## src/analog_pkg.sv

```systemverilog
`default_nettype none

package analog_pkg;

  //////////////////////////////////////////////////
  // converter widths
  //////////////////////////////////////////////////

  localparam int unsigned ADC_PIN_W = 16;  // raw ADC pin bus per channel
  localparam int unsigned ADC_RSV_W = 2;   // reserved low bits, 16 bit ADC parts only
  localparam int unsigned SAMPLE_W  = 14;  // converter resolution
  localparam int unsigned SUM_W     = 15;  // one guard bit for gen + feedback
  localparam int unsigned PDM_CHN   = 4;   // slow analog outputs
  localparam int unsigned PDM_DWC   = 8;   // pdm level resolution

  typedef logic        [ADC_PIN_W-1:0] adc_pin_t;    // raw pins of one channel
  typedef logic signed [SAMPLE_W-1:0]  sample_t;     // two's complement
  typedef logic signed [SUM_W-1:0]     sum_t;        // before saturation
  typedef logic        [SAMPLE_W-1:0]  dac_code_t;   // offset binary, neg slope
  typedef logic        [PDM_DWC-1:0]   pdm_level_t;

  typedef struct packed {
    adc_pin_t a;  // channel 1
    adc_pin_t b;  // channel 2
  } adc_pins_t;

  typedef struct packed {
    sample_t a;
    sample_t b;
  } sample_pair_t;

  typedef struct packed {
    dac_code_t a;
    dac_code_t b;
  } dac_codes_t;

  typedef pdm_level_t [PDM_CHN-1:0] pdm_cfg_t;  // one level per pdm channel

  // neg slope offset binary <-> two's complement
  // msb stays, the rest is inverted, so both directions are the same flip
  function automatic sample_t code_to_sample(dac_code_t code);
    return sample_t'({code[SAMPLE_W-1], ~code[SAMPLE_W-2:0]});
  endfunction

  function automatic dac_code_t sample_to_code(sample_t smp);
    return dac_code_t'({smp[SAMPLE_W-1], ~smp[SAMPLE_W-2:0]});
  endfunction

endpackage : analog_pkg

`default_nettype wire

```

## src/adc_frontend.sv

```systemverilog
`default_nettype none

module adc_frontend (
  input  logic                    adc_clk,         // adc sample clock
  input  logic                    reset_i,         // sync, active high
  input  analog_pkg::adc_pins_t    adc_pins_i,      // raw pin words, both channels
  input  logic                    digital_loop_i,  // 1 = take dac samples instead
  input  analog_pkg::sample_pair_t loop_i,          // dac bound samples (mixer output)
  output analog_pkg::sample_pair_t adc_o            // signed samples to consumers
);

//////////////////////////////////////////////////
// stage 1: pin capture
//////////////////////////////////////////////////

// only the upper 14 bits carry data, the 2 lsbs are reserved on 16 bit parts
analog_pkg::dac_codes_t pin_q;    // same offset binary format as the dac side
analog_pkg::dac_codes_t pin_d;

assign pin_d.a = adc_pins_i.a[analog_pkg::ADC_PIN_W-1:analog_pkg::ADC_RSV_W];
assign pin_d.b = adc_pins_i.b[analog_pkg::ADC_PIN_W-1:analog_pkg::ADC_RSV_W];

// should map to iob registers
always_ff @(posedge adc_clk)
begin
  if (reset_i)
  begin
    pin_q.a <= analog_pkg::sample_to_code('0);  // code of zero, 0x1fff
    pin_q.b <= analog_pkg::sample_to_code('0);
  end
  else
  begin
    pin_q <= pin_d;
  end
end

//////////////////////////////////////////////////
// stage 2: conversion and loopback select
//////////////////////////////////////////////////

analog_pkg::sample_pair_t conv;   // converted pins
analog_pkg::sample_pair_t adc_d;  // next value of the output register
analog_pkg::sample_pair_t adc_q;

// negative slope offset binary -> two's complement
assign conv.a = analog_pkg::code_to_sample(pin_q.a);
assign conv.b = analog_pkg::code_to_sample(pin_q.b);

// loopback bypasses the pin stage, so both paths are 2 cycles deep
assign adc_d = digital_loop_i ? loop_i : conv;

always_ff @(posedge adc_clk)
begin
  if (reset_i)
  begin
    adc_q <= '0;  // sample zero on both channels
  end
  else
  begin
    adc_q <= adc_d;
  end
end

assign adc_o = adc_q;

endmodule : adc_frontend

`default_nettype wire

```

## src/dac_mixer.sv

```systemverilog
`default_nettype none

module dac_mixer (
  input  logic                    adc_clk,  // shared sample clock
  input  logic                    reset_i,  // sync, active high
  input  analog_pkg::sample_pair_t gen_i,    // generator samples
  input  analog_pkg::sample_pair_t fb_i,     // feedback controller samples
  output analog_pkg::sample_pair_t mix_o     // saturated sum, registered
);

//////////////////////////////////////////////////
// saturation
//////////////////////////////////////////////////

// top two bits differ -> sum left the 14 bit range
// clip to +8191 or -8192 depending on the sign bit
function automatic analog_pkg::sample_t saturate(analog_pkg::sum_t sum);
  analog_pkg::sample_t res;
  if (sum[analog_pkg::SUM_W-1] ^ sum[analog_pkg::SUM_W-2])
  begin
    res = {sum[analog_pkg::SUM_W-1], {(analog_pkg::SAMPLE_W-1){~sum[analog_pkg::SUM_W-1]}}};
  end
  else
  begin
    res = sum[analog_pkg::SAMPLE_W-1:0];  // fits, drop the guard bit
  end
  return res;
endfunction

//////////////////////////////////////////////////
// per channel sum
//////////////////////////////////////////////////

analog_pkg::sum_t         sum_a;   // ch1 widened sum
analog_pkg::sum_t         sum_b;   // ch2 widened sum
analog_pkg::sample_pair_t mix_d;
analog_pkg::sample_pair_t mix_q;

// sign extend both operands before adding, one guard bit is enough
assign sum_a = analog_pkg::sum_t'(gen_i.a) + analog_pkg::sum_t'(fb_i.a);
assign sum_b = analog_pkg::sum_t'(gen_i.b) + analog_pkg::sum_t'(fb_i.b);

assign mix_d.a = saturate(sum_a);
assign mix_d.b = saturate(sum_b);

// one register stage, feeds both the dac formatter and the adc loopback
always_ff @(posedge adc_clk)
begin
  if (reset_i)
  begin
    mix_q <= '0;
  end
  else
  begin
    mix_q <= mix_d;
  end
end

assign mix_o = mix_q;

endmodule : dac_mixer

`default_nettype wire

```

## src/dac_formatter.sv

```systemverilog
`default_nettype none

module dac_formatter (
  input  logic                    adc_clk,      // dac runs on the adc clock here
  input  logic                    reset_i,      // sync, active high
  input  analog_pkg::sample_pair_t mix_i,        // saturated signed samples
  output analog_pkg::dac_codes_t   dac_codes_o,  // parallel codes, one per channel
  output logic                    dac_rst_o     // converter reset level
);

//////////////////////////////////////////////////
// signed -> dac code
//////////////////////////////////////////////////

analog_pkg::dac_codes_t code_d;
analog_pkg::dac_codes_t code_q;
logic                   dac_rst_q;

// the dac wants negative slope offset binary, same flip as the adc side
assign code_d.a = analog_pkg::sample_to_code(mix_i.a);
assign code_d.b = analog_pkg::sample_to_code(mix_i.b);

// output register
always_ff @(posedge adc_clk)
begin
  if (reset_i)
  begin
    code_q.a <= analog_pkg::sample_to_code('0);  // mid scale, 0x1fff
    code_q.b <= analog_pkg::sample_to_code('0);
  end
  else
  begin
    code_q <= code_d;
  end
end

// converter reset follows reset_i one edge late
always_ff @(posedge adc_clk)
begin
  dac_rst_q <= reset_i;
end

assign dac_codes_o = code_q;
assign dac_rst_o   = dac_rst_q;

endmodule : dac_formatter

`default_nettype wire

```

## src/pdm_modulator.sv

```systemverilog
`default_nettype none

module pdm_modulator (
  input  logic                             adc_clk,    // modulator clock
  input  logic                             reset_i,    // sync, active high
  input  analog_pkg::pdm_cfg_t              pdm_cfg_i,  // one 8 bit level per channel
  output logic [analog_pkg::PDM_CHN-1:0]    pdm_o       // 1 bit density outputs
);

//////////////////////////////////////////////////
// first order accumulators
//////////////////////////////////////////////////

// each cycle acc += level, the carry is the output bit
// after 256 cycles of a steady level acc is back where it started
// so exactly level carries were produced

analog_pkg::pdm_cfg_t                 acc_q;                         // accumulators
logic [analog_pkg::PDM_DWC:0]         acc_sum [analog_pkg::PDM_CHN];  // carry + new acc
logic [analog_pkg::PDM_CHN-1:0]       pdm_q;

always_comb
begin
  for (int i = 0; i < analog_pkg::PDM_CHN; i++)
  begin
    acc_sum[i] = {1'b0, acc_q[i]} + {1'b0, pdm_cfg_i[i]};  // 9 bit, msb is carry
  end
end

always_ff @(posedge adc_clk)
begin
  if (reset_i)
  begin
    acc_q <= '0;
    pdm_q <= '0;  // outputs low in reset
  end
  else
  begin
    for (int i = 0; i < analog_pkg::PDM_CHN; i++)
    begin
      acc_q[i] <= acc_sum[i][analog_pkg::PDM_DWC-1:0];  // wrap around
      pdm_q[i] <= acc_sum[i][analog_pkg::PDM_DWC];      // registered carry
    end
  end
end

assign pdm_o = pdm_q;

endmodule : pdm_modulator

`default_nettype wire

```

## src/analog_top.sv

```systemverilog
`default_nettype none

module analog_top (
  input  logic                          adc_clk,         // single clock for everything
  input  logic                          reset_i,         // sync, active high
  // adc
  input  analog_pkg::adc_pins_t          adc_pins_i,      // raw adc pins
  input  logic                          digital_loop_i,  // dac -> adc digital loopback
  output analog_pkg::sample_pair_t       adc_o,           // signed adc samples
  // dac sources
  input  analog_pkg::sample_pair_t       gen_i,           // generator
  input  analog_pkg::sample_pair_t       fb_i,            // feedback controller
  // dac
  output analog_pkg::dac_codes_t         dac_codes_o,     // parallel dac codes
  output logic                          dac_rst_o,       // dac reset
  // slow analog outputs
  input  analog_pkg::pdm_cfg_t           pdm_cfg_i,       // pdm levels
  output logic [analog_pkg::PDM_CHN-1:0] pdm_o            // pdm bit streams
);

// saturated dac samples, also the loopback source
analog_pkg::sample_pair_t mix;

//////////////////////////////////////////////////
// adc side
//////////////////////////////////////////////////

adc_frontend i_frontend (
  .adc_clk        (adc_clk       ),
  .reset_i        (reset_i       ),
  .adc_pins_i     (adc_pins_i    ),
  .digital_loop_i (digital_loop_i),
  .loop_i         (mix           ),  // loopback takes the mixer register
  .adc_o          (adc_o         )
);

//////////////////////////////////////////////////
// dac side
//////////////////////////////////////////////////

dac_mixer i_mixer (
  .adc_clk (adc_clk),
  .reset_i (reset_i),
  .gen_i   (gen_i  ),
  .fb_i    (fb_i   ),
  .mix_o   (mix    )
);

// gen/fb -> codes is 2 cycles, mixer + formatter
dac_formatter i_formatter (
  .adc_clk     (adc_clk    ),
  .reset_i     (reset_i    ),
  .mix_i       (mix        ),
  .dac_codes_o (dac_codes_o),
  .dac_rst_o   (dac_rst_o  )
);

//////////////////////////////////////////////////
// pdm outputs
//////////////////////////////////////////////////

// parallel branch, nothing shared with the sample pipeline
pdm_modulator i_pdm (
  .adc_clk   (adc_clk  ),
  .reset_i   (reset_i  ),
  .pdm_cfg_i (pdm_cfg_i),
  .pdm_o     (pdm_o    )
);

endmodule : analog_top

`default_nettype wire

```

## config.mk

```make
export PLATFORM = sky130hd
export DESIGN_NAME = analog_top
export DESIGN_NICKNAME = d
export VERILOG_FILES = /design/src/analog_pkg.sv /design/src/adc_frontend.sv /design/src/dac_mixer.sv /design/src/dac_formatter.sv /design/src/pdm_modulator.sv /design/src/analog_top.sv
export SDC_FILE = /design/constraint.sdc
export NUM_CORES = 1
export LEC_CHECK = 0
export ABC_AREA = 1
export BUFFER_PORTS_ARGS = -buffer_cell sky130_fd_sc_hd__buf_2
export CORE_MARGIN = 2
export CORE_UTILIZATION = 53
export CTS_CLUSTER_DIAMETER = 150
export DETAILED_ROUTE_END_ITERATION = 16
export PLACE_DENSITY = 0.88
export SYNTH_ARGS = -nofsm -noshare
export SYNTH_HDL_FRONTEND = slang
export SYNTH_SLANG_ARGS = --single-unit
```

## constraint.sdc

```tcl
create_clock -name adc_clk -period 3.11 [get_ports adc_clk]
set_input_delay 0.7775 -clock adc_clk [delete_from_list [all_inputs] [get_ports adc_clk]]
set_output_delay 0.7775 -clock adc_clk [all_outputs]
set_load 0.02 [all_outputs]
```

# Yosys cells after proc, flatten, opt, wreduce, memory -nomap -nowiden
# Cells that the tools add are included.
# W data, S select, Z words.
[totals]
reg_bits = 149
in_bits = 123
output_inout_bits = 61
elab_cells = 31
[op_classes]
addsub = 6
muxes = 3
n_bitwise = 8
[ops]
columns = ["cell", "n"]
rows = [
  ["$not A13 Y13", 4],
  ["$add A8 B8 Y9", 4],
  ["$add A14 B14 Y15", 2],
  ["$mux W14", 2],
  ["$mux W28", 1],
  ["$not A1 Y1", 2],
  ["$xor A1 B1 Y1", 2],
]

# Depth between registers and ports, before layout
# Gate-level depths: netlist of run 1.
[logic_depth]
ltp_word = 3
ltp_mapped = 14
depth_no_buf = 13

# Hierarchy
# Synthesis of run 1 repeated with hierarchy kept, for this count alone.
[hier_totals]
cells_unflattened = 937
hier_area_um2 = 7159.4
[by_module_without_submodules]
columns = ["module", "n_inst", "cells_each", "area_per_inst_um2", "seq_area_each_um2"]
rows = [
  ["pdm_modulator", 1, 329, 2311.0, 720.7],
  ["dac_mixer", 1, 334, 2306.0, 560.5],
  ["adc_frontend", 1, 212, 1820.5, 1121.1],
  ["dac_formatter", 1, 62, 721.9, 580.6],
]

# Least setup slack after synthesis of run 1
# Ideal clock, no wire load.
[synth_path]
path_kind = "in2reg"
start = "input port gen_i[14] (netlist name)"
end = "register i_mixer.mix_q (netlist bit i_mixer.mix_o[25])"
setup_ns = 0.128
arrival_time_ns = 2.312
required_ns = 2.982
slack_ns = 0.670
stages = 13
n_path_buf = 1
path_cell_list = "ha_1 -> fa_1 -> nand2_1 -> nand2_1 -> nand3b_1 -> nand2_2 -> nand2_1 -> nand3_1 -> nand2_2 -> nand2_2 -> buf_4 -> a21oi_1 -> nor2_1"
[synth_via]
elab_chain_len = 3
word_cells_on_any_way = 4
classes_between = "add/sub: 1; mux: 1; bitwise: 2"
[synth_lines]
columns = ["item", "line_no", "text"]
rows = [
  ["start, declared", "analog_top.sv:11", "input analog_pkg::sample_pair_t gen_i,"],
  ["$add A14 B14 Y15 (*)", "dac_mixer.sv:40", "assign sum_a = analog_pkg::sum_t'(gen_i.a) + analog_pkg::sum_t'(fb_i.a);"],
  ["$xor A1 B1 Y1 / $not A1 Y1 (equally long branches)", "dac_mixer.sv:19, dac_mixer.sv:21", ""],
  ["$mux W14 (*)", "dac_mixer.sv:19", "if (sum[analog_pkg::SUM_W-1] ^ sum[analog_pkg::SUM_W-2])"],
  ["end signal, assigned", "dac_mixer.sv:55", "mix_q <= mix_d;"],
  ["end, declared", "dac_mixer.sv:37", "analog_pkg::sample_pair_t mix_q;"],
]
# Every way passes the cells marked *; elsewhere a longest branch is shown, timed or not.
# A chain may end at the register's enable or synchronous reset.

# Worst setup path in the final report of run 1
# Ends and elaborated chain as after synthesis.

==> flow_summary.json, run 1 <==
{
  "hold_slack_ns": 0.384,
  "power_density_mw_per_mm2": 642,
  "coreArea_mm2": 0.0125,
  "dp_cells": 1140,
  "seqPwrFrac_pct": 42.4,
  "maxCapViolCount": 0,
  "drt-initial-drc-count": 251,
  "placementRows": 41,
  "overflow": 0,
  "antenna_left": 0,
  "hold-path-cell-count": 1,
  "final_nets": 1176,
  "synth_top_area_cell": "dfxtp_1",
  "drive_above_1_share_pct": 26.6,
  "grt_use_total_pct": 21.3,
  "ys_ff_latch": 149,
  "cp.arrival_ns": 2.52,
  "rsz0062_at_grt": "no",
  "yosys.area.top_type_share_pct": 44.6,
  "first_global_vias": 5369,
  "p_sw_w": 0.00163,
  "start_kind": "input pin",
  "grt_pass1_wl_um": 22800,
  "die_area_mm2": 0.0135,
  "post-place-ws_ns": 0.444,
  "setup_viol_count_final": 0,
  "fin_skew_ns": 0.00579,
  "p_sw_share_pct": 30.7,
  "cp.required_ns": 3.39,
  "hold_viol": 0,
  "post-route-period-util_pct": 72.0,
  "grt_max_degree": 76,
  "critPathMaxFanout": 13,
  "intPower_w": 0.00368,
  "hold_buffers": 0,
  "tritoncts": "yes",
  "htreeDepth": 4,
  "ir_drop_mv": 0.338,
  "drc": 0,
  "root_buffer": "clkbuf_16",
  "syn_to_final_growth_pct": 23.4,
  "crit_type": "in -> reg",
  "fmax_mhz": 447,
  "die_x_um": 116,
  "yosysUniqueCellTypes": 29,
  "first_pass_iters": 4,
  "clkPwrFrac_pct": 34.4,
  "n_fill_cell": 1069,
  "wl_per_cell_um": 11.9,
  "cts_buffers": 17,
  "avgSynthCellArea_um2": 8.25,
  "slew_viol_final": 0,
  "die_h_um": 116,
  "ys_warn_count": 0,
  "initial_core_util_pct": 53.7,
  "synth_nets": 1000,
  "cts.sinks": 149,
  "post_cts_resized": 0,
  "worst_slack_ns": 0.872,
  "hold_class": "reg -> reg",
  "tightest_slew_ns": 0.780,
  "end_kind": "flop",
  "vias": 5731,
  "routed_wl_um": 13900,
  "netlist_top_cells_area": "dfxtp_1 45%, ha_1 11%, nand2_1 9.6%",
  "dp_hpwl_um": 10500,
  "portBuffers": 179,
  "status": "finished clean",
  "clock_tree.buffer_depth": 2,
  "reg2regPathDepth": 10,
  "final.min_clock_period_ns": 2.24,
  "syn_inst": 811,
  "viasPerCell": 4.89,
  "clk_pin_slew_ns": 0.06,
  "ys_seq_area_share_pct": 44.6,
  "postCtsSetupBuffers": 0,
  "ioPinCount": 184,
  "tns_ns": 0,
  "insertion_delay_ns": 0.41,
  "max-slew-margin-rel_pct": 48.0,
  "globalplace.congestion": 0.874,
  "antenna_found_initial": 1,
  "finalNonFillerCells": 1173,
  "p_leak_nw": 4.13,
  "netlist_area_mm2": 0.00669,
  "combPwrFrac_pct": 23.2
}
## critical path, stage by stage
cell	delay, ns
buf_2	0.10
ha_1	0.23
fa_1	0.41
nand2_1	0.08
nand2_1	0.06
nand3b_1	0.09
nand2_2	0.08
nand2_1	0.09
nand3_1	0.11
nand2_2	0.11
nand2_2	0.15
a21oi_1	0.18
nor2_1	0.05
## Yosys cell counts
master,number
o21a_1,4
xnor2_1,7
nand3_2,2
and2_1,5
ha_1,60
nand2_1,171
buf_6,2
nor2_2,3
clkbuf_1,21
dfxtp_1,149
inv_2,2
fa_1,6
xor2_1,12
o21bai_1,3
nand3b_1,2
o211ai_1,4
o21ai_0,53
or2_2,26
nand4_1,6
nor3_2,2
a21oi_2,6
nor2_1,44
or2_1,1
or2_0,2
a21oi_1,117
inv_1,62
nand2_2,12
buf_4,2
nand3_1,25
## final cells by class
type	count	area (um2)	area share (%)
multi-input combinational	573	3350	40.6
sequential	149	2980	36.1
timing repair buffer	182	931	11.3
clock buffer	19	433	5.24
inverter	64	240	2.91
tap	172	215	2.61
clock inverter	13	101	1.23
antenna	1	2.50	0.0303
## cell families after synthesis
kind of cell,synth area share [%]
adders and majority gates,13.0
and+or+nand+nor,19.9
AOI/OAI and AO/OA,14.7
buffers and inverters,5.33
xor gates and xnor gates,2.49
DFF,44.6
## worst paths after layout
check / slack, ns / startpoint / endpoint
hold / removal: 0.38 / i_mixer.mix_o[0] / i_formatter.dac_codes_o[0]
hold reg to reg: 0.38 / i_mixer.mix_o[0] / i_formatter.dac_codes_o[0]
setup reg to reg: 1.17 / i_pdm.acc_q[8] / i_pdm.pdm_o[1]
setup / recovery: 0.87 / gen_i[14] / i_mixer.mix_o[25]
## state kept, by name, indices dropped and copies added (netlist names)
signal and cells:
i_mixer.mix_o 28, i_formatter.dac_rst_o 1, i_frontend.pin_q 26, i_pdm.acc_q 32, i_formatter.dac_codes_o 28, i_frontend.conv 2
i_frontend.adc_o 28, i_pdm.pdm_o 4
## cells in the final DEF, fill, tap and decap left out, types with 4 or more instances in the layout
cell type   instances
clkbuf_16          17
o21ai_0            53
nand3_1            25
nand2_2            12
and2_1              5
buf_2             179
nand2_1           171
o211ai_1            4
ha_1               60
xor2_1             12
or2_2              26
inv_6               4
clkinvlp_4          4
a21oi_2             6
fa_1                6
nor2_1             44
a21oi_1           117
inv_1              61
nand4_1             6
o21a_1              4
dfxtp_1           149
xnor2_1             7
## per-layer routing
layer / up-vias / track usage, % / routed length (um)
li1: 3038 / - / -
met1: 2544 / 25.2 / 6240
met2: 128 / 37.4 / 6670
met3: 21 / 5.24 / 779
met4: 0 / 7.86 / 234
met5: - / 0 / 0
## power groups by stage
stage / clock network (W) / registers (W) / logic [W]
finish: 0.00182 / 0.00225 / 0.00123
floorplan: 0 / 0.00237 / 0.000820
global placement: 0 / 0.00228 / 0.00119
global route: 0.00194 / 0.00228 / 0.00142
detailed placement: 0 / 0.00229 / 0.00123
CTS: 0.00185 / 0.00225 / 0.00124
## through the flow
| step | instance area (um2) | util, % | total power (W) |
|---|---|---|---|
| global route | 8260 | 66.3 | 0.00563 |
| floorplan | 6690 | - | 0.00319 |
| detailed placement | 7720 | 62.0 | 0.00352 |
| CTS | 8260 | 66.2 | 0.00534 |
| global placement | 7720 | 62.0 | 0.00347 |
| finish | 8260 | 66.3 | 0.00530 |
Note: power is estimated with default switching activity, not from simulation.
==> inputs of run 2 (changes only) <==
clock period = 2.2 ns   (was 3.11 ns; I/O delays follow)
==> run 2 against run 1 <==
  * Clock-buffer cell count decreased by 1
  * Clock power is 48% higher
  * Die area stayed put
  * Clock skew increased by 0.0015 ns
  * Flip-flop and latch count stayed put
==> flow_summary.json, run 2 (synthesis results as in run 1) <==
{
  "r2r_slack_ns": 0.37,
  "overflow": 0,
  "fmax_mhz": 510,
  "antenna_left": 0,
  "largest_reg_flops": 32,
  "viasPerCell": 4.91,
  "final_nets": 1209,
  "max-slew-margin-rel_pct": 76.4,
  "power_density_mw_per_mm2": 906,
  "status": "finished clean",
  "diodes": 0,
  "clock_tree.buffer_depth": 2,
  "cp.required_ns": 2.50,
  "top_register": "i_pdm.acc_q",
  "syn_to_final_growth_pct": 27.6,
  "setup_viol_count_final": 0,
  "globalplace.congestion": 0.880,
  "rsz0062_at_grt": "no",
  "hold_buffers": 0,
  "grt_max_degree": 75,
  "mostFrequentLayoutCell": "buf_2",
  "finalPower_w": 0.00774,
  "first_pass_iters": 4,
  "drt-initial-drc-count": 366,
  "ioPinCount": 184,
  "tightest_slew_ns": 0.354,
  "slew_viol_final": 0,
  "coreArea_mm2": 0.0125,
  "p_leak_nw": 4.31,
  "placementRows": 41,
  "initial_core_util_pct": 53.7,
  "r2r_start": "i_pdm.acc_q[24]",
  "end_kind": "flop",
  "htreeDepth": 4,
  "insertion_delay_ns": 0.42,
  "vias": 5919,
  "drc": 0,
  "final.min_clock_period_ns": 1.96,
  "antenna_found_initial": 0,
  "reg2regPathDepth": 10,
  "die_x_um": 116,
  "tritoncts": "yes",
  "critPathMaxFanout": 13,
  "wl_per_cell_um": 12.2,
  "dp_hpwl_um": 11100,
  "ir_drop_mv": 0.496,
  "maxCapViolCount": 0,
  "cp.arrival_ns": 2.26,
  "drive_above_1_share_pct": 29.1,
  "die_h_um": 116,
  "stdcell_area_mm2": 0.00854,
  "grt_use_total_pct": 22.5,
  "n_fill_cell": 1036,
  "first_global_vias": 5637,
  "r2r-end": "i_pdm.pdm_o[3]",
  "postCtsSetupBuffers": 0,
  "crit_type": "in -> reg",
  "routed_wl_um": 14700,
  "hold_class": "in -> reg",
  "final_cell_mix": "179 x buf_2, 171 x nand2_1, 149 x dfxtp_1",
  "grt_pass1_wl_um": 24000,
  "hold_end": "i_frontend.pin_q[8]",
  "clk_pin_slew_ns": 0.06,
  "hold_start": "adc_pins_i[10]",
  "portBuffers": 179,
  "fin_skew_ns": 0.00730,
  "start_kind": "input pin",
  "hold-path-cell-count": 2,
  "post-route-period-util_pct": 89.2,
  "placed_area_mm2": 0.00799,
  "die_area_mm2": 0.0135,
  "post_cts_resized": 0,
  "root_buffer": "clkbuf_16",
  "hold_viol": 0,
  "cts.sinks": 149,
  "cts_buffers": 17
}
==> run 2: cell types whose count changed in the layout (fill, tap and decap cells not counted) <==
cell / before / now
clkinv_2: 2 / 3
fa_2: 0 / 1
buf_4: 2 / 34
inv_6: 4 / 3
clkbuf_1: 2 / 1
buf_12: 1 / 2
clkinvlp_4: 4 / 3
clkinv_4: 3 / 4
bufinv_16: 0 / 1
diode_2: 1 / 0
fa_1: 6 / 5
==> run 2: worst max-delay path, stage by stage <==
cell	delay, ns
buf_2	0.10
ha_1	0.21
fa_1	0.41
nand2_1	0.08
nand2_1	0.06
nand3b_1	0.12
nand2_2	0.07
nand2_2	0.06
nand3_1	0.11
nand2_2	0.11
nand2_2	0.15
a21oi_1	0.17
nor2_1	0.05
==> run 2: layout make-up <==
| class | count | area (um2) | area share, % |
|---|---|---|---|
| timing repair buffer | 215 | 1190 | 13.9 |
| tap | 172 | 215 | 2.52 |
| inverter | 64 | 240 | 2.81 |
| multi-input combinational | 573 | 3360 | 39.3 |
| sequential | 149 | 2980 | 34.9 |
| clock buffer | 18 | 429 | 5.02 |
| clock inverter | 14 | 129 | 1.51 |
==> run 2: where the power goes <==
part	total, W	leakage [nW]	internal, W	switching, W
Clock	0.00269	0.267	0.00156	0.00113
Combinational	0.00187	2.81	0.000779	0.00109
Sequential	0.00318	1.24	0.00305	0.000128
==> run 2: worst max path at each step <==
stage / from / cells past startpoint / to / slack [ns]
2_1_floorplan: gen_i[0] / 13 / i_mixer.mix_o[11] / 0.001
3_3_place_gp: gen_i[0] / 13 / i_mixer.mix_o[11] / -0.16
3_5_place_dp: gen_i[0] / 13 / i_mixer.mix_o[11] / -0.22
4_1_cts: gen_i[0] / 13 / i_mixer.mix_o[11] / 0.24
5_1_grt: gen_i[0] / 13 / i_mixer.mix_o[11] / 0.08
6_report: gen_i[0] / 13 / i_mixer.mix_o[11] / 0.24
==> run 2: per-layer routing <==
| metal | vias to the layer above | track usage, % | part of all wire, % |
|---|---|---|---|
| met5 | - | 0 | 0 |
| li1 | 3098 | - | - |
| met3 | 42 | 5.71 | 5.7 |
| met1 | 2605 | 27.0 | 43 |
| met4 | 0 | 11.2 | 3.6 |
| met2 | 174 | 37.4 | 48 |
==> run 2: metrics by stage <==
stage | cells | setup WS, ns | util [%] | setup TNS, ns | hold slack (ns)
floorplan | 811 | 0.00142 | - | 0 | 0.363
global placement | 1173 | -0.155 | 64.1 | -2.04 | 0.367
global route | 1205 | 0.0766 | 68.5 | 0 | 0.298
finish | 1205 | 0.238 | 68.5 | 0 | 0.303
detailed placement | 1173 | -0.215 | 64.1 | -3.27 | 0.370
CTS | 1205 | 0.239 | 68.5 | 0 | 0.287
==> inputs of run 3 (changes only) <==
==> constraint.sdc (replaced) <==
create_clock -name adc_clk -period 2.2 [get_ports adc_clk]
set_input_delay 0 -clock adc_clk [delete_from_list [all_inputs] [get_ports adc_clk]]
set_output_delay 0 -clock adc_clk [all_outputs]
set_load 0.02 [all_outputs]
==> run 3 against run 2 <==
  * Final area increased by 3.8%
  * Worst hold slack got worse by 0.28 ns
  * Clock power rose by 2%
  * Flip-flop and latch count did not move
  * Power increased by 1.3%
  * Combinational power about the same
  * Sequential power about the same
  * Core utilization rose by 2.6 points
  * Register-to-register slack worse by 0.16 ns
  * Largest cell class unchanged
  * Highest routed layer unchanged
==> flow_summary.json, run 3 (synthesis results as in run 1) <==
{
  "cp.arrival_ns": 2.37,
  "hold_class": "in -> reg",
  "root_buffer": "clkbuf_16",
  "cts_buffers": 17,
  "largest_reg_flops": 32,
  "grt_pass1_wl_um": 25900,
  "dp_hpwl_um": 10400,
  "critPathMaxFanout": 12,
  "rsz0062_at_grt": "no",
  "dp_cells": 1141,
  "post-route-period-util_pct": 92.4,
  "initial_core_util_pct": 53.7,
  "die_h_um": 116,
  "fin_skew_ns": 0.00961,
  "wl_per_cell_um": 13.6,
  "p_leak_nw": 4.40,
  "ioPinCount": 184,
  "syn_to_final_growth_pct": 32.5,
  "mostFrequentLayoutCell": "buf_2",
  "portBuffers": 179,
  "postCtsSetupBuffers": 0,
  "drt-initial-drc-count": 431,
  "routed_wl_um": 16700,
  "final_nets": 1233,
  "maxCapViolCount": 0,
  "clock_tree.buffer_depth": 2,
  "htreeDepth": 4,
  "fmax_mhz": 492,
  "coreArea_mm2": 0.0125,
  "hold_viol": 0,
  "diodes": 0,
  "start_kind": "input pin",
  "cp.required_ns": 2.53,
  "die_area_mm2": 0.0135,
  "antenna_left": 0,
  "final_cell_mix": "179 x buf_2, 171 x nand2_1, 149 x dfxtp_1",
  "finalNonFillerCells": 1229,
  "setup_viol_count_final": 0,
  "status": "finished clean",
  "cts.sinks": 149,
  "top_register": "i_pdm.acc_q",
  "overflow": 0,
  "viasPerCell": 4.99,
  "drive_above_1_share_pct": 25.4,
  "tightest_slew_ns": 0.812,
  "crit_type": "in -> reg",
  "vias": 6127,
  "max-slew-margin-rel_pct": 45.9,
  "power_density_mw_per_mm2": 883,
  "insertion_delay_ns": 0.42,
  "grt_use_total_pct": 24.6,
  "antenna_found_initial": 0,
  "die_x_um": 116,
  "ir_drop_mv": 0.526,
  "tns_ns": 0,
  "placementRows": 41,
  "tritoncts": "yes",
  "drc": 0,
  "final.min_clock_period_ns": 2.03,
  "first_global_vias": 5740,
  "grt_max_degree": 76,
  "slew_viol_final": 0,
  "globalplace.congestion": 0.858,
  "first_pass_iters": 5,
  "end_kind": "flop",
  "clk_pin_slew_ns": 0.06
}
-- run 3: final timing paths --
path	startpoint	end	slack [ns]	cells past startpoint
worst max-delay path	fb_i[14]	i_mixer.mix_o[18]	0.17	15
worst min-delay path	pdm_cfg_i[25]	i_pdm.acc_q[25]	0.02	4
worst max register to register	i_pdm.acc_q[16]	i_pdm.pdm_o[2]	0.21	10
worst min register to register	i_mixer.mix_o[11]	i_formatter.dac_codes_o[11]	0.38	1
-- run 3: final cells by class --
type	count	area, um2
fill	969	3600
tap	172	215
clock inverter	11	98.8
timing repair buffer	239	1500
inverter	64	240
multi-input combinational	573	3360
sequential	149	2980
clock buffer	21	470
-- run 3: where the power goes --
| part | total [W] | leakage, nW | internal, W | switching (W) |
|---|---|---|---|---|
| logic | 0.00189 | 2.89 | 0.000767 | 0.00112 |
| registers | 0.00319 | 1.24 | 0.00305 | 0.000140 |
| clock network | 0.00275 | 0.276 | 0.00164 | 0.00111 |
| total | 0.00783 | 4.40 | 0.00547 | 0.00237 |
-- run 3: stage by stage --
step	power, W	hold slack (ns)	utilization, %	cell area (um2)	setup slack (ns)
detailed placement	0.00497	0.185	62.0	7730	0.300
global route	0.00826	0.0331	71.2	8870	0.000682
global placement	0.00491	0.183	62.0	7730	0.341
floorplan	0.00450	0.0277	-	6690	0.518
finish	0.00783	0.0212	71.2	8870	0.166
CTS	0.00781	0.00264	71.1	8860	0.199
-- run 3: metal layers --
metal	routed length (um)	global-route usage, %	vias to the layer above	share of wire, %
met1	6950	27.6	2773	42
met2	8670	45.7	183	52
met5	0	0	-	0
li1	-	-	3145	-
met4	276	8.57	0	1.7
met3	763	5.66	26	4.6
-- run 3: what timing repair did --
item,in CTS,in global routing
endpoints found under the setup margin,0,1
endpoints found under the hold margin,59,0
gates resized for setup,0,2
hold buffers,56,0
-- run 3: critical path, stage by stage --
cell           delay [ns]
dlygate4sd3_1        0.54
buf_2                0.12
ha_1                 0.21
fa_1                 0.41
nand2_1              0.08
nand2_1              0.06
nand3b_1             0.10
nand2_2              0.09
nand2_1              0.09
nand2_1              0.05
nand2_1              0.09
nand2_2              0.08
nor2_2               0.12
inv_2                0.12
a21oi_1              0.20
